--- config.mk ---
export PLATFORM = sky130hd
export DESIGN_NAME = raster_counter
export DESIGN_NICKNAME = d
export VERILOG_FILES = /design/src/design/scope_pkg.sv /design/src/design/raster_counter.sv
export SDC_FILE = /design/constraint.sdc
export NUM_CORES = 1
export LEC_CHECK = 0
export BUFFER_PORTS_ARGS = -buffer_cell sky130_fd_sc_hd__buf_2
export CAP_MARGIN = 20
export CORE_MARGIN = 5
export CORE_UTILIZATION = 45
export DETAILED_ROUTE_END_ITERATION = 12
export PLACE_DENSITY = 0.7
export SYNTH_ARGS = -nofsm -noshare
export SYNTH_HDL_FRONTEND = slang
export SYNTH_SLANG_ARGS = --single-unit
--- constraint.sdc ---
create_clock -name clk -period 1.4 [get_ports clk]
set_input_delay 0.28 -clock clk [delete_from_list [all_inputs] [get_ports clk]]
set_output_delay 0.28 -clock clk [all_outputs]
set_load 0.02 [all_outputs]
--- src/design/scope_pkg.sv ---
`default_nettype none

package scope_pkg;

	////////////////////////////////////////
	// geometry and sample widths
	////////////////////////////////////////
	localparam int SAMPLE_BITS = 12;
	localparam int LEVEL_BITS = 8;
	localparam int TRACE_COLUMNS = 800;
	localparam int SCREEN_ROWS = 480;
	localparam int SCOPE_TOP_ROW = 224;
	localparam int GRID_COLUMN_PERIOD = 64;
	localparam int GRID_ROW_PERIOD = 32;

	typedef logic [SAMPLE_BITS-1:0] sample_t;
	typedef logic [LEVEL_BITS-1:0] level_t;
	typedef logic [9:0] column_t;
	typedef logic [9:0] row_t;
	typedef logic [7:0] color_t;

	// base row of a0, a1, b0, b1 (index 0 to 3)
	localparam row_t CHANNEL_ROW_OFFSET [4] = '{10'd224, 10'd256, 10'd288, 10'd320};

	typedef struct packed {
		sample_t a0;
		sample_t a1;
		sample_t b0;
		sample_t b1;
	} channel_samples_t;

	typedef struct packed {
		channel_samples_t max;
		channel_samples_t min;
	} frame_extremes_t;

	// index 0 is a0, index 3 is b1
	typedef struct packed {
		level_t [3:0] max;
		level_t [3:0] min;
	} trace_column_t;

	typedef struct packed {
		column_t x;
		row_t y;
	} pixel_pos_t;

	typedef struct packed {
		color_t red;
		color_t green;
		color_t blue;
	} rgb_t;

	////////////////////////////////////////
	// palette
	////////////////////////////////////////
	localparam rgb_t COLOR_A0 = 24'hffffff;
	localparam rgb_t COLOR_A1 = 24'hff0000;
	localparam rgb_t COLOR_B0 = 24'h00ff00;
	localparam rgb_t COLOR_B1 = 24'h0000ff;
	localparam rgb_t COLOR_GRID = 24'h808080;
	localparam rgb_t COLOR_BLACK = 24'h000000;

endpackage

`default_nettype wire
--- src/design/raster_counter.sv ---
`timescale 1ns/100ps
`default_nettype none

module raster_counter import scope_pkg::*; (
	input logic clk,
	input logic reset,
	input logic blank,
	input logic vsync,
	output pixel_pos_t pos
);

	logic blank_d;

	always_ff @(posedge clk) begin
		if (reset) begin
			blank_d <= 1'b0;
			pos <= '0;
		end else begin
			blank_d <= blank;
			// column restarts at every blank
			pos.x <= blank ? '0 : pos.x + 1'b1;
			// row steps at the end of each active line
			if (vsync) begin
				pos.y <= '0;
			end else if (blank && !blank_d) begin
				pos.y <= pos.y + 1'b1;
			end
		end
	end

endmodule

`default_nettype wire

==> run summary <==
antenna violations before repair = 0
post-route cell area = 0.001177 sq mm
post-CTS clock slew at the launch and capture registers of the worst setup and hold paths = 0.11 ns
number of remaining DRC errors = 0
Worst Reg-to-Reg Cells = 3
Tot Pwr = 0.9490 mW
maximum number of pins on one net before global-route repair = 12
max cap viols = 0
xor/xnor cell area share of the yosys netlist = 4.841%
number of top-level pins = 24
synthesized area = 904.6 sq um
Cell Count Post-Placement = 154
transition time of the tightest slew-check pin = 0.4900 ns
final count of pins violating max slew = 0
crit path from = pos[3]
leading cell types in the layout, fill and taps excluded = buf_2, dfxtp_1, a21oi_1
adder-cell share of the synthesized area = 2.766%
dpl ws = -0.02239 ns
required time of the critical path = 1.64 ns
first-pass GRT wire length = 3160 microns
simple-gate share of the synthesized area = 27.80%
most common cell after layout, fill and taps aside = buf_2
GRT Overall Usage = 14.54%
hold depth = 2
Num Clock Sinks = 21
ratio of total power to cell area = 806.0 mW/mm^2
post-cts hold buffer count = 0
share of synthesized area occupied by flip-flops and latches = 46.47%
die area = 0.003007 sq mm
total number of cells along the worst setup path = 3
clock insertion delay at the later pin of the skew report = 0.30 ns
cell count after synthesis = 101
post-synthesis cell type count = 26
die outline height = 54.84 microns
final core utilization = 60.63%
Longest Clk Path Bufs = 2
clock tree skew after final layout = 0.002253 ns
placeable core region = 0.001942 sq mm
highest clock rate = 0.7473 GHz
number of hold violations in the final report = 0
CTS Root Buffer Type = clkbuf_4
clock tree from TritonCTS = yes
r2r startpoint = pos[3]
Hold/Removal Path Class = in2reg
highest ir drop seen on vdd = 483.2 uV
mux contribution to synthesized area = 0%
mean post-synth cell area = 8.957 sq um
Worst Setup Start Kind = flip-flop
Fill cells = 191
number of global-route vias before repair = 810
Top Family by Delay on Critical Path = simple AND/OR/NAND/NOR gates
final setup violating endpoints = 0
warning count from the yosys run = 0
final HPWL from detailed placement = 1481 microns
count of buffer and inverter cells on the critical path = 0
cts bufs inserted = 3
effective utilization at floorplan = 46.59%
vias per std cell = 5.354
flip-flop and latch count after synthesis = 21
dominant combinational cell family by area after synthesis = simple AND/OR/NAND/NOR gates
placed cell area = 0.001090 sq mm
area grow syn2layout = 30.15%
Critical Path, Cell by Cell = nand3_4, or4_4, a21oi_2
run status = complete, no violations
total of buffers placed on input and output ports = 23
Pleak = 0.4765 nW
sort of element at the end of the critical path = flip-flop
number of rows created at floorplan = 16
largest incremental delay on the critical path = 0.55 ns
number of nets still failing antenna checks after routing = 0
final worst-path setup slack = 0.06185 ns
critical-path maximum fanout = 10
drt initial violations = 7
Layout Cells excl Fill = 161
number of antenna repair diodes = 0
RSZ-0062 raised after global routing = true
synthesized net count = 107
post-detailed-route wirelength per cell = 12.50 microns
total detailed-routing wirelength = 2013 microns
layout cell share with drive strength beyond 1 = 34.33%
total number of H-tree levels = 1
setup tns final = 0 ns
CP arrival = 1.58 ns
slowest CP cell = or4_4
final worst-path cycle share = 95.58%
worst rel slew slack = 67.33%
total congestion overflow after global routing = 0
Min-Delay Startpoint = reset
WHS = 0.2025 ns
Layout Nets = 141
compound-gate portion of the synthesized area = 16.04%
number of detailed-routing iterations run before antenna repair = 4
via total after detailed routing = 862
routability cong. = 0.7478
clock period minus final worst setup slack = 1.338 ns
x dimension of the die = 54.84 microns
critical path type = reg2reg
==> synth_stat cells (all sizes together) <==
cell type | number | share of area [%]
nor3 | 1 | 0.55
o21ai | 5 | 2.8
nor2 | 7 | 2.9
o31ai | 6 | 5.0
o21a | 2 | 1.7
nand2 | 5 | 2.1
nor2b | 2 | 1.4
or3 | 5 | 3.5
nand4b | 1 | 1.7
inv | 3 | 1.2
clkbuf | 2 | 0.83
ha | 2 | 2.8
nand2b | 1 | 0.69
nand4 | 3 | 2.1
or4 | 6 | 5.0
a21oi | 12 | 6.6
dfxtp | 21 | 46
nand3b | 1 | 0.83
nand3 | 7 | 4.4
xnor2 | 3 | 2.9
xor2 | 2 | 1.9
and2 | 2 | 1.4
or2 | 2 | 1.4
==> layer usage <==
layer	global-route usage, %	routed length [microns]
met2	24.61	979
met4	8.299	41
met5	0	0
met3	2.452	116
met1	17.05	875
==> state kept, by name, summed over array words and instances, names as in the netlist <==
register and cells:
pos 20, blank_d 1
==> worst paths after layout <==
path,slack (ns),to
hold reg to reg,0.47,pos[10]
setup / recovery,0.06,pos[8]
setup reg to reg,0.06,pos[8]
hold / removal,0.20,blank_d
==> area by class of cell <==
| type | instances | area, sq um | share of cell area (%) |
|---|---|---|---|
| tap | 27 | 33.78 | 2.869 |
| clock buffer | 4 | 26.28 | 2.232 |
| timing repair buffer | 31 | 175.2 | 14.88 |
| sequential | 21 | 429.2 | 36.45 |
| multi-input combinational | 75 | 501.7 | 42.61 |
| inverter | 3 | 11.26 | 0.9564 |
==> what timing repair did <==
| item | 4_1_cts | 5_1_grt |
|---|---|---|
| buffers inserted | 1 | 2 |
| resized for setup | 3 | 6 |
| endpoints found under the hold margin | 0 | 0 |
| setup endpoints to repair | 1 | 6 |
| pin swaps | 1 | 1 |
==> where the power goes <==
group	total [mW]	internal (mW)	switching (mW)
clock	0.289	0.111	0.178
combinational	0.0504	0.0199	0.0304
sequential	0.610	0.603	0.00674
==> cells by family after synthesis <==
| kind of cell | count (synthesis) |
|---|---|
| xor gates and xnor gates | 5 |
| AOI/OAI and AO/OA | 25 |
| buffers and inverters | 5 |
| adders and majority gates | 2 |
| and+or+nand+nor | 43 |
| DFF | 21 |
(Power assumes the default switching activity.)
