--- src/design/scope_pkg.sv ---
`default_nettype none

package scope_pkg;

	////////////////////////////////////////
	// geometry and sample widths
	////////////////////////////////////////
	localparam int SAMPLE_BITS = 12;
	localparam int LEVEL_BITS = 8;
	localparam int TRACE_COLUMNS = 800;
	localparam int SCREEN_ROWS = 480;
	localparam int SCOPE_TOP_ROW = 224;
	localparam int GRID_COLUMN_PERIOD = 64;
	localparam int GRID_ROW_PERIOD = 32;

	typedef logic [SAMPLE_BITS-1:0] sample_t;
	typedef logic [LEVEL_BITS-1:0] level_t;
	typedef logic [9:0] column_t;
	typedef logic [9:0] row_t;
	typedef logic [7:0] color_t;

	// base row of a0, a1, b0, b1 (index 0 to 3)
	localparam row_t CHANNEL_ROW_OFFSET [4] = '{10'd224, 10'd256, 10'd288, 10'd320};

	typedef struct packed {
		sample_t a0;
		sample_t a1;
		sample_t b0;
		sample_t b1;
	} channel_samples_t;

	typedef struct packed {
		channel_samples_t max;
		channel_samples_t min;
	} frame_extremes_t;

	// index 0 is a0, index 3 is b1
	typedef struct packed {
		level_t [3:0] max;
		level_t [3:0] min;
	} trace_column_t;

	typedef struct packed {
		column_t x;
		row_t y;
	} pixel_pos_t;

	typedef struct packed {
		color_t red;
		color_t green;
		color_t blue;
	} rgb_t;

	////////////////////////////////////////
	// palette
	////////////////////////////////////////
	localparam rgb_t COLOR_A0 = 24'hffffff;
	localparam rgb_t COLOR_A1 = 24'hff0000;
	localparam rgb_t COLOR_B0 = 24'h00ff00;
	localparam rgb_t COLOR_B1 = 24'h0000ff;
	localparam rgb_t COLOR_GRID = 24'h808080;
	localparam rgb_t COLOR_BLACK = 24'h000000;

endpackage

`default_nettype wire
--- src/design/trace_renderer.sv ---
`timescale 1ns/100ps
`default_nettype none

module trace_renderer import scope_pkg::*; (
	input logic clk,
	input logic reset,
	input trace_column_t column,
	input pixel_pos_t column_pos,
	output rgb_t pixel
);

	logic grid_flag;
	logic [3:0] trace_flags;
	logic in_band;

	// height of the row above the channel base is checked against the stored span
	function automatic logic in_span(row_t row, row_t offset, level_t lo, level_t hi);
		row_t height;
		height = row - offset;
		return (row >= offset) && (height >= row_t'(lo)) && (height <= row_t'(hi));
	endfunction

	assign in_band = (column_pos.y >= SCOPE_TOP_ROW) && (column_pos.y < SCREEN_ROWS);

	////////////////////////////////////////
	// pixel decisions
	////////////////////////////////////////
	always_ff @(posedge clk) begin
		if (reset) begin
			grid_flag <= 1'b0;
			trace_flags <= '0;
		end else if (in_band) begin
			grid_flag <= (column_pos.x % GRID_COLUMN_PERIOD == GRID_COLUMN_PERIOD - 1)
				|| (column_pos.y % GRID_ROW_PERIOD == 0);
			for (int ch = 0; ch < 4; ch++) begin
				trace_flags[ch] <= in_span(column_pos.y, CHANNEL_ROW_OFFSET[ch],
					column.min[ch], column.max[ch]);
			end
		end else begin
			grid_flag <= 1'b0;
			trace_flags <= '0;
		end
	end

	////////////////////////////////////////
	// colour priority
	////////////////////////////////////////
	always_comb begin
		if (trace_flags[0]) begin
			pixel = COLOR_A0;
		end else if (trace_flags[1]) begin
			pixel = COLOR_A1;
		end else if (trace_flags[2]) begin
			pixel = COLOR_B0;
		end else if (trace_flags[3]) begin
			pixel = COLOR_B1;
		end else if (grid_flag) begin
			// grid stays behind every trace
			pixel = COLOR_GRID;
		end else begin
			pixel = COLOR_BLACK;
		end
	end

endmodule

`default_nettype wire

--- config.mk ---
export PLATFORM = sky130hd
export DESIGN_NAME = trace_renderer
export DESIGN_NICKNAME = d
export VERILOG_FILES = /design/src/design/scope_pkg.sv /design/src/design/trace_renderer.sv
export SDC_FILE = /design/constraint.sdc
export NUM_CORES = 1
export LEC_CHECK = 0
export BUFFER_PORTS_ARGS = -buffer_cell sky130_fd_sc_hd__buf_2
export CAP_MARGIN = 30
export CORE_ASPECT_RATIO = 1.4
export CORE_MARGIN = 1
export CORE_UTILIZATION = 38
export CTS_BUF_LIST = sky130_fd_sc_hd__clkbuf_16
export CTS_CLUSTER_SIZE = 16
export DETAILED_ROUTE_END_ITERATION = 8
export HOLD_SLACK_MARGIN = 0.02
export PLACE_DENSITY = 0.77
export SYNTH_ARGS = -nofsm -noshare
export SYNTH_HDL_FRONTEND = slang
export SYNTH_SLANG_ARGS = --single-unit
--- constraint.sdc ---
create_clock -name clk -period 6.3 [get_ports clk]
set_clock_uncertainty 0.15 [all_clocks]
set_input_delay 1.575 -clock clk [delete_from_list [all_inputs] [get_ports clk]]
set_output_delay 1.575 -clock clk [all_outputs]
set_load 0.005 [all_outputs]
==> results of run 1 <==
-- area by class of cell --
type	count	area (um2)	share of cell area, %
multi-input combinational	198	1660	61.5
tap	68	85.1	3.15
clock buffer	3	75.1	2.78
timing repair buffer	105	526	19.4
clock inverter	1	3.75	0.139
sequential	5	100	3.70
inverter	67	251	9.31
-- how the worst max path moves through the flow --
| stage | endpoint | cells past startpoint |
|---|---|---|
| finish | trace_flags[2] | 9 |
| global route | trace_flags[2] | 9 |
| CTS | trace_flags[2] | 9 |
| detailed placement | trace_flags[2] | 9 |
| global placement | trace_flags[2] | 9 |
| floorplan | trace_flags[3] | 10 |
-- cells in the mapped netlist, drive strengths merged (2+ instances only) --
cell | n | area [um2]
nor2b | 3 | 18.8
o211ai | 6 | 45.0
and4 | 3 | 26.3
xor2 | 2 | 17.5
a211oi | 4 | 35.0
nor4 | 2 | 12.5
dfxtp | 5 | 100
a211o | 3 | 26.3
o22ai | 3 | 18.8
nand2 | 15 | 63.8
buf | 19 | 140
inv | 67 | 251
a21oi | 20 | 100
a21o | 4 | 30.0
nand3 | 5 | 25.0
nand2b | 4 | 32.5
nor2 | 9 | 33.8
o21bai | 3 | 22.5
nand4 | 10 | 62.6
o21a | 6 | 45.0
ha | 69 | 863
xnor2 | 2 | 17.5
a31oi | 2 | 12.5
nor3 | 3 | 15.0
o21ai | 9 | 45.0
a22o | 2 | 17.5
-- through the flow --
stage	setup slack, ns	hold WS [ns]	instance area (um2)	power [W]
6_report	2.83	1.53	2700	0.000295
5_1_grt	2.66	1.56	2700	0.000326
4_1_cts	2.85	1.53	2700	0.000298
3_5_place_dp	2.62	1.76	2620	0.000195
3_3_place_gp	2.66	1.75	2620	0.000188
2_1_floorplan	3.13	1.63	2150	0.000140
-- power by group --
part           internal, W  leakage [nW]  switching [W]   total, W
registers        0.0000325        0.0404    0.000000477  0.0000330
clock network    0.0000821        0.0423      0.0000200   0.000102
logic            0.0000784          1.61      0.0000815   0.000160
total             0.000193          1.69       0.000102   0.000295
-- cells by family (layout without fill, tap and decap cells) --
group | after synthesis | in the layout
AOI/OAI and AO/OA | 68 | 68
xor gates and xnor gates | 4 | 4
adders and majority gates | 69 | 69
buffers and inverters | 86 | 176
DFF | 5 | 5
and+or+nand+nor | 57 | 57
-- routing by layer --
layer	wire length (um)	share of wire [%]	GRT usage, %
met1	2240	44	21.8
met2	2560	50	33.3
met3	238	4.7	1.88
met4	76	1.5	5.25
met5	0	0	0
-- state kept, by name, indices dropped and copies added, names as in the netlist --
register,cells
grid_flag,1
trace_flags,4
-- worst min-delay path: cells and delay by family --
kind / cells / cell delay [ns]
and+or+nand+nor: 2 / 0.18
buffers and inverters: 1 / 0.09
==> metrics.md, run 1 <==
| Metric | Value |
|---|---|
| I/O Pins | `110` |
| WHS Endpoint | `trace_flags[1]` |
| Number of flops mapped to enable cells by yosys | `0` |
| Compound-Gate Fraction of Synth Area | `21.0%` |
| Hold Buf Count CTS | `0` |
| Die X | `65.6 um` |
| Slew margin rel. | `74.8%` |
| CP required | `6.27 ns` |
| Drt first pass iters | `4` |
| RSZ-0062 raised after global routing | `false` |
| Grt ovf | `0` |
| Synth Instances | `289` |
| Placed Instances | `443` |
| Critical path's top delay family | `adder cells` |
| Largest stage delay on the critical path | `0.28 ns` |
| Antenna violations before repair | `0` |
| Final hold vios | `0` |
| Vias per inst | `5.07` |
| Share of layout cells above drive strength 1 | `30.1%` |
| CTS tree | `yes` |
| Core ar. | `0.00549 mm2` |
| Die Y | `91.1 um` |
| Placed wire-length estimate | `4.42 mm` |
| Synth Area in Adders | `40.1%` |
| Ant diodes | `0` |
| Post-Route WL | `5.11 mm` |
| Final Setup Violations | `0` |
| Commonest cells after routing, fill and taps aside | `buf_2 (105), ha_1 (69), inv_1 (68), a21oi_1 (20), nand2_1 (14)` |
| Worst min-delay path category | `input port to register` |
| Post-synthesis simple-gate area fraction | `14.5%` |
| Leak | `1.69 nW` |
| Via Count | `2268` |
| Layout Nets | `535` |
| Post-layout util | `49.3%` |
| Crit end category | `register` |
| CTS max path bufs | `2` |
| Iter 0 DRT Violations | `61` |
| PD cells | `109 mW/mm2` |
| Fin cells | `447` |
| Most common cell after layout, fill and taps aside | `buf_2` |
| Achievable frequency | `288 MHz` |
| Max-slew violation count | `0` |
| Crit-path max FO | `11` |
| XOR/XNOR Fraction of Synth Area | `1.63%` |
| Worst vdd ir | `95.6 uV` |
| Crit share post-route | `55.0%` |
| WS Path Type | `input port to register` |
| Number of global-route vias before repair | `2138` |
| DRC viols | `0` |
| Critical Path AT | `3.43 ns` |
| Mean Syn Cell Area | `7.45 um2` |
| Syn_nets | `444` |
| CP startpoint | `column_pos[5]` |
| CTS Sinks | `5` |
| Startpoint Class | `input port` |
| Filler cell count | `572` |
| Clock Tree Root | `clkbuf_16` |
| Gpl congestion | `0.755` |
| Post-synthesis cell type count | `40` |
| Final setup TNS | `0 ns` |
| Clock H-tree levels | `1` |
| Number of setup buffers added after CTS | `0` |
| Final min period | `3.47 ns` |
| Synthesized area | `0.00215 mm2` |
| Syn-to-layout area delta | `25.5%` |
| Slowest-stage cell, CP | `a211o_1` |
| Core Rows | `32` |
| CTS Buf Count | `3` |
| Mux cell area share after synthesis | `0%` |
| CP most frequent cell | `ha_1` |
| DIE AREA | `0.00598 mm2` |
| Bufs and invs on worst path | `2` |
| Synth Flop Type | `dfxtp_1` |
| Worst-Margin Slew | `0.378 ns` |
| Sequential-to-total area share from yosys stat | `4.65%` |
| Post_cts resized | `0` |
| Synth Register Bits | `5` |
| GR Util All Layers | `18.3%` |
| Combinational family with the most area after synthesis | `adder cells` |
| Initial Util | `39.3%` |
| Asr flop ratio synth | `0%` |
| Hold Path Depth | `3` |
| YS warnings | `0` |
| Number of I/O port buffers | `105` |
| Crit-path cells | `buf_2 -> inv_1 -> ha_1 -> xor2_1 -> ha_1 -> a211o_1 -> a21oi_1 -> a31oi_1 -> nor3_1` |
| Largest net degree at the start of global routing | `12` |
| Avg WL per Cell | `11.4 um` |
| Hold path start | `reset` |
| Status | `completed` |
| Max Cap Viol | `0` |
| Clock transition at path regs | `0.03 ns` |
| Global-route wire length before repair | `8.74 mm` |
| Number of routed nets with antenna violations | `0` |
No activity file was read; power rests on OpenSTA's default activity.
==> inputs of run 2 (changes only) <==
==> constraint.sdc (replaced) <==
create_clock -name clk -period 3.52 [get_ports clk]
set_clock_uncertainty 0.15 [all_clocks]
set_input_delay 0.88 -clock clk [delete_from_list [all_inputs] [get_ports clk]]
set_output_delay 0.88 -clock clk [all_outputs]
set_load 0.005 [all_outputs]
==> metrics.md, run 2 (synthesis results as in run 1) <==
| Metric | Value |
|---|---|
| Status | `completed` |
| Clock H-tree levels | `1 (unchanged)` |
| Grt ovf | `0 (unchanged)` |
| Final min period | `2.68 ns` |
| Clock Tree Root | `clkbuf_16` |
| Startpoint Class | `input port` |
| Placed wire-length estimate | `4.42 mm (-0.13%)` |
| Most common cell after layout, fill and taps aside | `buf_2` |
| Slowest-stage cell, CP | `ha_1` |
| CTS Buf Count | `3 (unchanged)` |
| Crit-path max FO | `11 (unchanged)` |
| Largest stage delay on the critical path | `0.27 ns (about the same)` |
| Share of layout cells above drive strength 1 | `30.1% (unchanged)` |
| Layout Nets | `535 (unchanged)` |
| Critical Path AT | `2.66 ns (-0.77 ns)` |
| Number of I/O port buffers | `105 (unchanged)` |
| Slew margin rel. | `74.5% (-0.30 points)` |
| Clock transition at path regs | `0.03 ns (about the same)` |
| Crit share post-route | `76.2%` |
| CTS Sinks | `5 (unchanged)` |
| CTS max path bufs | `2 (unchanged)` |
| WS Path Type | `input port to register` |
| Syn-to-layout area delta | `25.5% (unchanged)` |
| Core Rows | `32 (unchanged)` |
| Gpl congestion | `0.772 (+2.2%)` |
| Ant diodes | `0 (unchanged)` |
| Hold path start | `reset` |
| Crit end category | `register` |
| Hold Path Depth | `3 (unchanged)` |
| Leak | `1.69 nW (unchanged)` |
| Number of setup buffers added after CTS | `0 (unchanged)` |
| Drt first pass iters | `4 (unchanged)` |
| Filler cell count | `572 (unchanged)` |
| Via Count | `2253 (-0.66%)` |
| WHS Endpoint | `trace_flags[1]` |
| Max reg flops | `4 (unchanged)` |
| Commonest cells after routing, fill and taps aside | `buf_2 (105), ha_1 (69), inv_1 (68), a21oi_1 (20), nand2_1 (14)` |
| Worst vdd ir | `173 uV (+81%)` |
| RSZ-0062 raised after global routing | `false` |
| Post_cts resized | `0 (unchanged)` |
| Die X | `65.6 um (unchanged)` |
| Worst min-delay path category | `input port to register` |
| Final Setup Violations | `0 (unchanged)` |
| Achievable frequency | `373 MHz` |
| Max-slew violation count | `0 (unchanged)` |
| Final setup TNS | `0 ns (unchanged)` |
| CTS tree | `yes` |
| Core ar. | `0.00549 mm2 (unchanged)` |
| Post-Route WL | `5.07 mm (-0.96%)` |
| Critical path's top delay family | `adder cells` |
| Final hold vios | `0 (unchanged)` |
| Iter 0 DRT Violations | `55 (-9.8%)` |
| Largest net degree at the start of global routing | `12 (unchanged)` |
| Vias per inst | `5.04 (-0.66%)` |
| PD cells | `195 mW/mm2 (+79%)` |
| Die Y | `91.1 um (unchanged)` |
| DRC viols | `0 (unchanged)` |
| Bufs and invs on worst path | `2 (unchanged)` |
| Worst-Margin Slew | `0.379 ns (+0.000939 ns)` |
| Avg WL per Cell | `11.3 um (-0.96%)` |
| Max Cap Viol | `0 (unchanged)` |
| Most flops, register | `trace_flags` |
| DIE AREA | `0.00598 mm2 (unchanged)` |
| Antenna violations before repair | `0 (unchanged)` |
| CP required | `3.50 ns (-2.77 ns)` |
| Initial Util | `39.3% (unchanged)` |
| I/O Pins | `110 (unchanged)` |
| CP most frequent cell | `ha_1` |
| Design Power | `0.000528 W (+79%)` |
| Number of global-route vias before repair | `2085 (-2.5%)` |
| Number of routed nets with antenna violations | `0 (unchanged)` |
| Global-route wire length before repair | `8.64 mm (-1.1%)` |
| Top flop regs | `trace_flags x4, grid_flag x1` |
| GR Util All Layers | `18.1% (-0.26 points)` |
| Crit-path cells | `buf_2 -> inv_1 -> ha_1 -> xor2_1 -> ha_1 -> a211o_1 -> a21oi_1 -> a31oi_1 -> nor3_1` |
| Hold Buf Count CTS | `0 (unchanged)` |
run 2: cell counts in the layout (fill, tap and decap cells not counted):
Identical to the previous run, type by type.
run 2: worst max-delay path by stage:
stage	depth (start not counted)	end	start
final	9	trace_flags[2]	column_pos[5]
after global routing	9	trace_flags[2]	column_pos[5]
after CTS	9	trace_flags[2]	column_pos[5]
after detailed placement	9	trace_flags[2]	column_pos[5]
after global placement	9	trace_flags[2]	column_pos[5]
after floorplan	10	trace_flags[3]	column_pos[7]
run 2: area by class of cell:
cell class	count	area, um2	share of cell area (%)
Tap cell	68	85.1	3.15
Timing Repair Buffer	105	526	19.4
Clock inverter	1	3.75	0.139
Multi-Input combinational cell	198	1660	61.5
Clock buffer	3	75.1	2.78
Inverter	67	251	9.31
Sequential cell	5	100	3.70
run 2: layer usage:
layer / share of wire [%] / vias up / global-route usage (%) / wire length, um
met5: 0 / - / 0 / 0
met2: 48 / 78 / 32.7 / 2460
li1: - / 1170 / - / -
met4: 1.6 / 0 / 4.71 / 80
met1: 46 / 999 / 22.3 / 2330
met3: 3.9 / 6 / 1.26 / 197
run 2: stage by stage:
| stage | utilization [%] | setup WS, ns | cell area (um2) | hold slack (ns) | instances |
|---|---|---|---|---|---|
| floorplan | - | 1.04 | 2150 | 0.930 | 289 |
| global placement | 47.8 | 0.611 | 2620 | 1.05 | 443 |
| detailed placement | 47.8 | 0.617 | 2620 | 1.05 | 443 |
| CTS | 49.3 | 0.840 | 2700 | 0.818 | 447 |
| global route | 49.3 | 0.698 | 2700 | 0.835 | 447 |
| finish | 49.3 | 0.837 | 2700 | 0.812 | 447 |
run 2: report_power, final:
| group | internal (W) | leakage, nW | switching, W |
|---|---|---|---|
| registers | 0.0000582 | 0.0404 | 0.000000811 |
| clock network | 0.000147 | 0.0423 | 0.0000364 |
| logic | 0.000140 | 1.61 | 0.000146 |
run 2: tightest hold or removal path: stages:
cell and delay, ns:
buf_2 0.09, nor3_1 0.04, and3_1 0.13
