==> config.mk <==
export PLATFORM = sky130hd
export DESIGN_NAME = extremes_tracker
export DESIGN_NICKNAME = d
export VERILOG_FILES = /design/src/design/scope_pkg.sv /design/src/design/extremes_tracker.sv
export SDC_FILE = /design/constraint.sdc
export NUM_CORES = 1
export LEC_CHECK = 0
export BUFFER_PORTS_ARGS = -buffer_cell sky130_fd_sc_hd__buf_2
export CAP_MARGIN = 15
export CORE_ASPECT_RATIO = 1.5
export CORE_MARGIN = 3
export CORE_UTILIZATION = 57
export DETAILED_ROUTE_END_ITERATION = 12
export PLACE_DENSITY = 0.8
export SYNTH_ARGS = -nofsm -noshare
export SYNTH_HDL_FRONTEND = slang
export SYNTH_SLANG_ARGS = --single-unit
==> constraint.sdc <==
create_clock -name clk -period 2.05 [get_ports clk]
set_input_delay 0 -clock clk [delete_from_list [all_inputs] [get_ports clk]]
set_output_delay 0 -clock clk [all_outputs]
set_load 0.02 [all_outputs]
==> src/design/scope_pkg.sv <==
`default_nettype none

package scope_pkg;

	////////////////////////////////////////
	// geometry and sample widths
	////////////////////////////////////////
	localparam int SAMPLE_BITS = 12;
	localparam int LEVEL_BITS = 8;
	localparam int TRACE_COLUMNS = 800;
	localparam int SCREEN_ROWS = 480;
	localparam int SCOPE_TOP_ROW = 224;
	localparam int GRID_COLUMN_PERIOD = 64;
	localparam int GRID_ROW_PERIOD = 32;

	typedef logic [SAMPLE_BITS-1:0] sample_t;
	typedef logic [LEVEL_BITS-1:0] level_t;
	typedef logic [9:0] column_t;
	typedef logic [9:0] row_t;
	typedef logic [7:0] color_t;

	// base row of a0, a1, b0, b1 (index 0 to 3)
	localparam row_t CHANNEL_ROW_OFFSET [4] = '{10'd224, 10'd256, 10'd288, 10'd320};

	typedef struct packed {
		sample_t a0;
		sample_t a1;
		sample_t b0;
		sample_t b1;
	} channel_samples_t;

	typedef struct packed {
		channel_samples_t max;
		channel_samples_t min;
	} frame_extremes_t;

	// index 0 is a0, index 3 is b1
	typedef struct packed {
		level_t [3:0] max;
		level_t [3:0] min;
	} trace_column_t;

	typedef struct packed {
		column_t x;
		row_t y;
	} pixel_pos_t;

	typedef struct packed {
		color_t red;
		color_t green;
		color_t blue;
	} rgb_t;

	////////////////////////////////////////
	// palette
	////////////////////////////////////////
	localparam rgb_t COLOR_A0 = 24'hffffff;
	localparam rgb_t COLOR_A1 = 24'hff0000;
	localparam rgb_t COLOR_B0 = 24'h00ff00;
	localparam rgb_t COLOR_B1 = 24'h0000ff;
	localparam rgb_t COLOR_GRID = 24'h808080;
	localparam rgb_t COLOR_BLACK = 24'h000000;

endpackage

`default_nettype wire
==> src/design/extremes_tracker.sv <==
`timescale 1ns/100ps
`default_nettype none

module extremes_tracker import scope_pkg::*; (
	input logic clk,
	input logic reset,
	input logic vsync,
	input logic ad_strobe,
	input channel_samples_t samples,
	output frame_extremes_t frame_extremes
);

	// vsync as seen by the previous strobe
	logic vsync_at_strobe;
	channel_samples_t run_min;
	channel_samples_t run_max;

	// keep the held value or take the sample if it lies further out
	function automatic sample_t pick(sample_t held, sample_t s, logic larger);
		logic further;
		further = larger ? (s > held) : (s < held);
		return further ? s : held;
	endfunction

	function automatic channel_samples_t widen(channel_samples_t held,
			channel_samples_t s, logic larger);
		channel_samples_t r;
		r.a0 = pick(held.a0, s.a0, larger);
		r.a1 = pick(held.a1, s.a1, larger);
		r.b0 = pick(held.b0, s.b0, larger);
		r.b1 = pick(held.b1, s.b1, larger);
		return r;
	endfunction

	always_ff @(posedge clk) begin
		if (reset) begin
			vsync_at_strobe <= 1'b0;
			run_min <= '0;
			run_max <= '0;
			frame_extremes <= '0;
		end else if (ad_strobe) begin
			vsync_at_strobe <= vsync;
			if (vsync && !vsync_at_strobe) begin
				// hold the finished frame and restart from this sample
				frame_extremes.min <= run_min;
				frame_extremes.max <= run_max;
				run_min <= samples;
				run_max <= samples;
			end else begin
				run_min <= widen(run_min, samples, 1'b0);
				run_max <= widen(run_max, samples, 1'b1);
			end
		end
	end

endmodule

`default_nettype wire

==> implementation parameters, run 1 <==
Parameter                              Value

GRT
  Overflow after GRT ... 0
  Initial antenna violation count ... 0
  Global routing usage summed across all routing layers ... 24.7%
  Maximum number of pins on one net before global-route repair ... 45
  Vias in the first global route ... between 8000 and 9000
  First-pass GRT wire length ... 38.5 mm

Power
  Power per Cell Area ... 766 nW/µm²
  Worst IR Drop VDD ... ~0.6 mV
  LEAKAGE ... 5.21 nW
  Overall power ... 9.13 mW

Drt
  1st-pass router iterations ... 5
  Final routed wire length divided by cell count ... 14.8 µm
  Sum of routed wire length over all layers ... between 20 and 25 mm
  Overall via count from detail_route ... 8448
  Antenna-violating nets left ... 0
  Mean number of vias per cell ... 5.41
  DRC marker count from the first detailed-route iteration ... 527
  DRC violation count after routing ... 0

Floorplan
  Horiz. Die Dim ... 113 µm
  Initial standard-cell utilization of the core ... between 50% and 60%
  Full die area ... ~19000 µm²
  Number of I/O pins ... roughly 150
  Number of standard-cell rows in the floorplan ... between 50 and 60
  Die H ... 166 µm
  Area of the core region ... 16800 µm²

Synth
  Flops & latches, synth ... 193
  Synthesized netlist net count ... 1291
  Ys Warns ... 0
  Count of flip-flops with a built-in enable after synthesis ... 0
  Sequential cell area fraction in the yosys report ... 39.5%
  Post-Synthesis Cells ... 1147
  Top cells by area in the synthesized netlist ... sky130_fd_sc_hd__dfxtp_1 40%, sky130_fd_sc_hd__ha_1 12%, sky130_fd_sc_hd__nand2_1 9.5%
  Mapped cell area ... 9780 µm²
  Main combinational cell family by area after synthesis ... simple AND/OR/NAND/NOR gates
  Top-area cell type share of the netlist area ... 39.5%
  Fraction of synthesis flops using an asynchronous set or reset pin ... 0%
  Post-synthesis share of cell area spent on xor and xnor gates ... 0%
  Fraction of the mapped netlist area in compound gates ... 16.6%
  Largest area contributor in the netlist ... sky130_fd_sc_hd__dfxtp_1
  Average cell area after synthesis ... 8.52 µm²
  Share of synthesized cell area in and, or, nand and nor gates ... a little under a fifth
  Multiplexer share of the synthesized area ... a little under 5%
  Area share of fa/ha/maj cells after synthesis ... approximately an eighth
  Leading register cell type out of synthesis ... sky130_fd_sc_hd__dfxtp_1
  Distinct cell type count of the synthesized netlist ... 36

Placement
  Half-perimeter wire length after placement ... 16.1 mm
  Post-place instance area ... 10800 µm²
  Pre-CTS setup slack ... -0.0657 ns
  Placed insts ... 1479
  GPL Wtd Cong ... 0.852
  Port Buf Inserts ... 147

Critical path
  Crit path max fanout ... 12
  Minimum setup slack among reg-to-reg paths ... 0.10 ns
  Arrival time reported for the critical path endpoint ... 2.26 ns
  Required time worst endpoint ... between 2 and 2.5 ns
  Crit. End Element ... flip-flop
  Worst Setup Path Type ... reg2reg
  End point of the critical path ... run_max[41]
  Worst reg2reg endpoint ... run_max[41]
  Startpoint type of the worst setup path ... flip-flop
  Cell depth of the worst flop-to-flop path ... 8
  Source of the worst register-to-register timing path ... run_max[45]
  First element of the critical path ... run_max[45]

Layout
  Layout cell share with drive strength beyond 1 ... approximately a fifth
  Number of diodes added for antenna fixing ... 0
  Finished Core Util ... 71.1%
  Area grow syn2layout ... 21.9%
  Non-filler cells, final ... roughly 1600
  Net total in the final layout ... 1483
  Post-route cell area ... ~12000 µm²

CTS
  Number of H-tree branching levels ... 4
  Source-to-sink clock delay at the later pin of the worst-skew pair ... 0.44 ns
  Clock tree from TritonCTS ... done
  Total CTS buffers ... 17
  Cell chosen for the clock root ... sky130_fd_sc_hd__clkbuf_16
  Buffer levels on the longest clock path ... 2
  Total clock sinks ... 193
  Clock transition at the register clock pins on the worst setup and hold paths after CTS ... 0.07 ns

Timing
  Worst Slack Setup Final ... just over 0.1 ns
  Final max-slew violation count ... 0
  Setup TNS ... 0 ns
  Final setup skew ... 0.0129 ns
  Final critical path time including I/O delays and setup ... 1.95 ns
  Final hold viol count ... 0
  Setup-failing EPs final ... 0
  Fmax ... 0.514 GHz
  Worst relative slew slack ... approximately 61%
  Final hold slack ... slightly above 0.02 ns
  Period utilisation layout ... a little over nine tenths
  Slew of the pin with the lowest slew margin ... 0.591 ns

Hold path
  Startpoint of the tightest hold check path ... reset
  Hold Path Stages ... 2
  Tightest Hold Check Type ... in2reg

Flow run
  Number of maximum-capacitance constraint violations ... 0

Status
  Result of the run ... finished clean
cell type report:
type / count / area, µm²
Clock inverter: 13 / 133
Fill cell: 1251 / 4840
Multi-Input combinational cell: 766 / 5190
Clock buffer: 19 / 443
Sequential cell: 193 / 3860
Timing Repair Buffer: 236 / 1560
Tap cell: 210 / 263
Inverter: 125 / 469
where the power goes:
group / internal (mW) / total (mW) / leakage, nW / switching, mW
clock network: 1.83 / 3.29 / 0.288 / 1.46
registers: 3.98 / 4.14 / 1.57 / 0.164
logic: 0.761 / 1.70 / 3.34 / 0.943
total: 6.57 / 9.13 / 5.21 / 2.56
what timing repair did:
| item | in CTS | in global routing |
|---|---|---|
| resized for setup | 2 | 9 |
| hold buffers | 50 | 0 |
| buffers inserted | 0 | 1 |
| setup endpoints to repair | 24 | 39 |
| pin swaps | 0 | 6 |
| hold endpoints to repair | 97 | 0 |
| gates cloned | 0 | 0 |
kinds of logic (layout without fill, tap and decap cells):
logic type                 count (synthesis)  after routing
AOI/OAI and AO/OA                        229            229
adders and majority gates                 92             92
buffers and inverters                    188            393
DFF                                      193            193
muxes                                     48             48
and+or+nand+nor                          397            397
critical path, stage by stage, from the launching register on:
cell,delay [ns]
sky130_fd_sc_hd__dfxtp_1,0.37
sky130_fd_sc_hd__inv_1,0.06
sky130_fd_sc_hd__ha_1,0.29
sky130_fd_sc_hd__nand4_1,0.16
sky130_fd_sc_hd__o31ai_2,0.34
sky130_fd_sc_hd__a21o_1,0.20
sky130_fd_sc_hd__a41oi_4,0.05
sky130_fd_sc_hd__buf_12,0.18
sky130_fd_sc_hd__a32o_1,0.20
placed cells by master, fill, tap and decap left out, drive strengths merged, types with 12 or more instances in the layout:
cell / count
nand2: 249
dfxtp: 193
buf: 186
a21oi: 129
inv: 129
nand2b: 107
ha: 92
dlygate4sd3: 50
mux2i: 48
o22ai: 40
clkbuf: 19
nand4: 12
a21o: 12
a32o: 12
routing by layer:
metal	vias to the layer above	routed length, µm	share of wire, %	track usage [%]
met3	66	845	3.7	3.43
met5	-	0	0	0
met1	3969	9420	41	28.2
li1	4195	-	-	-
met4	0	819	3.6	11.6
met2	218	12000	52	44.7
how the worst min path moves through the flow:
stage / slack (ns) / to
5_1_grt: 0.04 / frame_extremes[2]
2_1_floorplan: 0.13 / run_max[36]
4_1_cts: 0.02 / frame_extremes[51]
6_report: 0.02 / frame_extremes[49]
3_5_place_dp: 0.28 / run_max[47]
3_3_place_gp: 0.27 / run_max[43]
flip-flops by register name, summed over array words and instances (netlist names):
name	flops
run_max	48
frame_extremes	96
vsync_at_strobe	1
run_min	48
cells in the mapped netlist, drive strengths merged, types with 6 or more instances:
library cell and n:
nand4 12, a32o 12, a21oi 129, a21o 12, mux2i 48, nand2b 107
nor2 6, ha 92, o21ai 8, buf 29, inv 125, a31oi 7
dfxtp 193, nand2 249, o22ai 40, clkbuf 34
Note: power is estimated with default switching activity, not from simulation.
==> run 2: changes to the inputs <==
==> constraint.sdc (replaced) <==
create_clock -name clk -period 2.3 [get_ports clk]
set_input_delay 0.23 -clock clk [delete_from_list [all_inputs] [get_ports clk]]
set_output_delay 0.23 -clock clk [all_outputs]
set_load 0.02 [all_outputs]
==> run 2 against run 1 <==
Non-clock buffer count is 66 lower; critical path depth fell by 1; global-route usage fell by 0.72 points; cell area decreased by 5.2%; clock power down 8.5%; cell count down 4.2%; largest power group unchanged; highest routed layer unchanged.
==> implementation parameters, run 2 (synthesis results as in run 1) <==
Parameter                              Value

Layout
  Finished Core Util ... 67.4% (-3.7 points)
  Most frequent standard cell in the layout excluding fill and tap cells ... sky130_fd_sc_hd__nand2_1
  Largest register by flop count ... frame_extremes
  Largest registers ranked by flip-flop count ... frame_extremes: 96 flops, run_max: 48 flops, run_min: 48 flops
  Most frequent cells in the layout ... 248 x sky130_fd_sc_hd__nand2_1, 193 x sky130_fd_sc_hd__dfxtp_1, 146 x sky130_fd_sc_hd__buf_2
  Layout cell share with drive strength beyond 1 ... 19.1% (-0.77 points)
  Fill cell total of the finished layout ... 1366 (+9.2%)
  Number of diodes added for antenna fixing ... 0 (unchanged)
  Number of flip-flops in the largest register ... 96 (unchanged)
  Area grow syn2layout ... 15.6%
  Post-route cell area ... 11300 µm² (-5.2%)
  Net total in the final layout ... 1417 (-4.5%)

Timing
  Final setup skew ... 0.00809 ns (-0.00484 ns)
  Final max-slew violation count ... 0 (unchanged)
  Worst relative slew slack ... 42.8% (-18 points)
  Final hold slack ... 0.0489 ns (+0.0286 ns)
  Final hold viol count ... 0 (unchanged)
  Slew of the pin with the lowest slew margin ... 0.858 ns (+0.267 ns)
  Period utilisation layout ... 92.8% (-2.1 points)
  Fmax ... 0.468 GHz (-8.8%)
  Final critical path time including I/O delays and setup ... 2.14 ns (+0.189 ns)
  Unrepaired setup endpoints after global routing ... no
  Setup TNS ... 0 ns (unchanged)
  Setup-failing EPs final ... 0 (unchanged)

GRT
  Global routing usage summed across all routing layers ... 24.0% (-0.72 points)
  Vias in the first global route ... 7882 (-5.8%)
  Initial antenna violation count ... 0 (unchanged)
  Maximum number of pins on one net before global-route repair ... 95 (+110%)
  Overflow after GRT ... 0 (unchanged)
  First-pass GRT wire length ... 37.2 mm (-3.4%)

CTS
  Total CTS buffers ... 17 (unchanged)
  Clock tree from TritonCTS ... done
  Number of H-tree branching levels ... 4 (unchanged)
  Source-to-sink clock delay at the later pin of the worst-skew pair ... 0.44 ns (about the same)
  Buffer count from post-CTS setup fixing ... 0 (unchanged)
  Total clock sinks ... 193 (unchanged)
  Buffer levels on the longest clock path ... 2 (unchanged)
  Cell chosen for the clock root ... sky130_fd_sc_hd__clkbuf_16
  Hold buffer count at cts ... 0 (-100%)
  Clock transition at the register clock pins on the worst setup and hold paths after CTS ... 0.07 ns (about the same)

Critical path
  Crit-path leading delay family ... compound AO/OA/AOI/OAI gates
  Required time worst endpoint ... 2.66 ns (+0.29 ns)
  Crit path cell chain ... inv_1 > ha_1 > nand2_1 > nor3_1 > a31oi_2 > o22ai_2 > mux2i_1
  Arrival time reported for the critical path endpoint ... 2.49 ns (+0.23 ns)
  Crit path max fanout ... 12 (unchanged)
  Bufs and invs on worst path ... 1 (-1)
  Crit. End Element ... flip-flop
  Worst Setup Path Type ... reg2reg
  Delay of the slowest critical-path stage ... 0.67 ns (+0.30 ns)
  Startpoint type of the worst setup path ... flip-flop
  Worst-path cell with the longest stage delay ... sky130_fd_sc_hd__o22ai_2

Power
  Worst IR Drop VDD ... 0.429 mV (-29%)
  Net switching power figure ... 2.24 mW (-13%)
  Fraction of power spent switching nets ... 27.6% (-0.46 points)
  LEAKAGE ... 4.93 nW (-5.3%)
  Seq pwr share ... 45.5% (+0.2 points)
  Clk network pwr share ... 37.2% (+1.2 points)
  Internal power ... 5.87 mW (-11%)
  Power per Cell Area ... 717 nW/µm² (-6.4%)
  Gate power share ... 17.3% (-1.4 points)

Floorplan
  Initial standard-cell utilization of the core ... 58.3% (unchanged)
  Number of standard-cell rows in the floorplan ... 58 (unchanged)
  Area of the core region ... 16800 µm² (unchanged)
  Number of I/O pins ... 148 (unchanged)
  Full die area ... 18800 µm² (unchanged)
  Horiz. Die Dim ... 113 µm (unchanged)
  Die H ... 166 µm (unchanged)

Drt
  Mean number of vias per cell ... 5.39 (-0.31%)
  Final routed wire length divided by cell count ... 15.0 µm (+1.3%)
  DRC marker count from the first detailed-route iteration ... 477 (-9.5%)
  Antenna-violating nets left ... 0 (unchanged)
  1st-pass router iterations ... 5 (unchanged)
  Overall via count from detail_route ... 8066 (-4.5%)
  Sum of routed wire length over all layers ... 22.4 mm (-3.0%)
  DRC violation count after routing ... 0 (unchanged)

Placement
  Post-place instance area ... 10700 µm² (-1.0%)
  Port Buf Inserts ... 147 (unchanged)
  GPL Wtd Cong ... 0.817 (-4.1%)
  Half-perimeter wire length after placement ... 15.8 mm (-2.1%)

Status
  Result of the run ... finished clean

Hold path
  Tightest Hold Check Type ... in2reg

Flow run
  Number of maximum-capacitance constraint violations ... 0 (unchanged)
[run 2: final cells by class]
cell class / instances / area (µm²) / share of cell area, %
sequential: 193 / 3860 / 34.2
multi-input combinational: 766 / 5150 / 45.6
timing repair buffer: 170 / 948 / 8.39
clock inverter: 6 / 68.8 / 0.609
inverter: 125 / 469 / 4.15
tap: 210 / 263 / 2.32
clock buffer: 26 / 539 / 4.77
[run 2: per-layer routing]
metal / vias up / GRT usage (%) / share of wire, %
li1: 4054 / - / -
met1: 3807 / 28.1 / 42
met2: 157 / 42.5 / 52
met3: 48 / 4.23 / 3.5
met4: 0 / 10.1 / 2.8
met5: - / 0 / 0
[run 2: timing repair]
item | 4_1_cts | 5_1_grt
endpoints found under the hold margin | 0 | 0
resized for setup | 0 | 3
setup endpoints to repair | 0 | 20
[run 2: power by group through the flow]
| stage | sequential [mW] | combinational, mW | clock, mW |
|---|---|---|---|
| floorplan | 3.78 | 0.962 | 0 |
| global placement | 3.75 | 1.33 | 0 |
| detailed placement | 3.76 | 1.37 | 0 |
| CTS | 3.69 | 1.39 | 3.06 |
| global route | 3.71 | 1.58 | 3.19 |
| finish | 3.69 | 1.40 | 3.01 |
[run 2: metrics by stage]
| step | setup WS [ns] | total power [mW] | std cells |
|---|---|---|---|
| after detailed placement | 0.129 | 5.14 | 1463 |
| after global placement | 0.219 | 5.08 | 1463 |
| after global routing | 0.00516 | 8.48 | 1496 |
| after floorplan | 0.441 | 4.74 | 1147 |
| after CTS | 0.105 | 8.14 | 1495 |
| final | 0.165 | 8.10 | 1496 |
[run 2: final timing paths]
path,start,to,slack [ns],cells past startpoint
min reg2reg,frame_extremes[50],frame_extremes[50],0.45,2
max reg2reg,run_min[5],run_min[9],0.16,7
max,run_min[5],run_min[9],0.16,7
min,samples[36],run_max[36],0.05,2
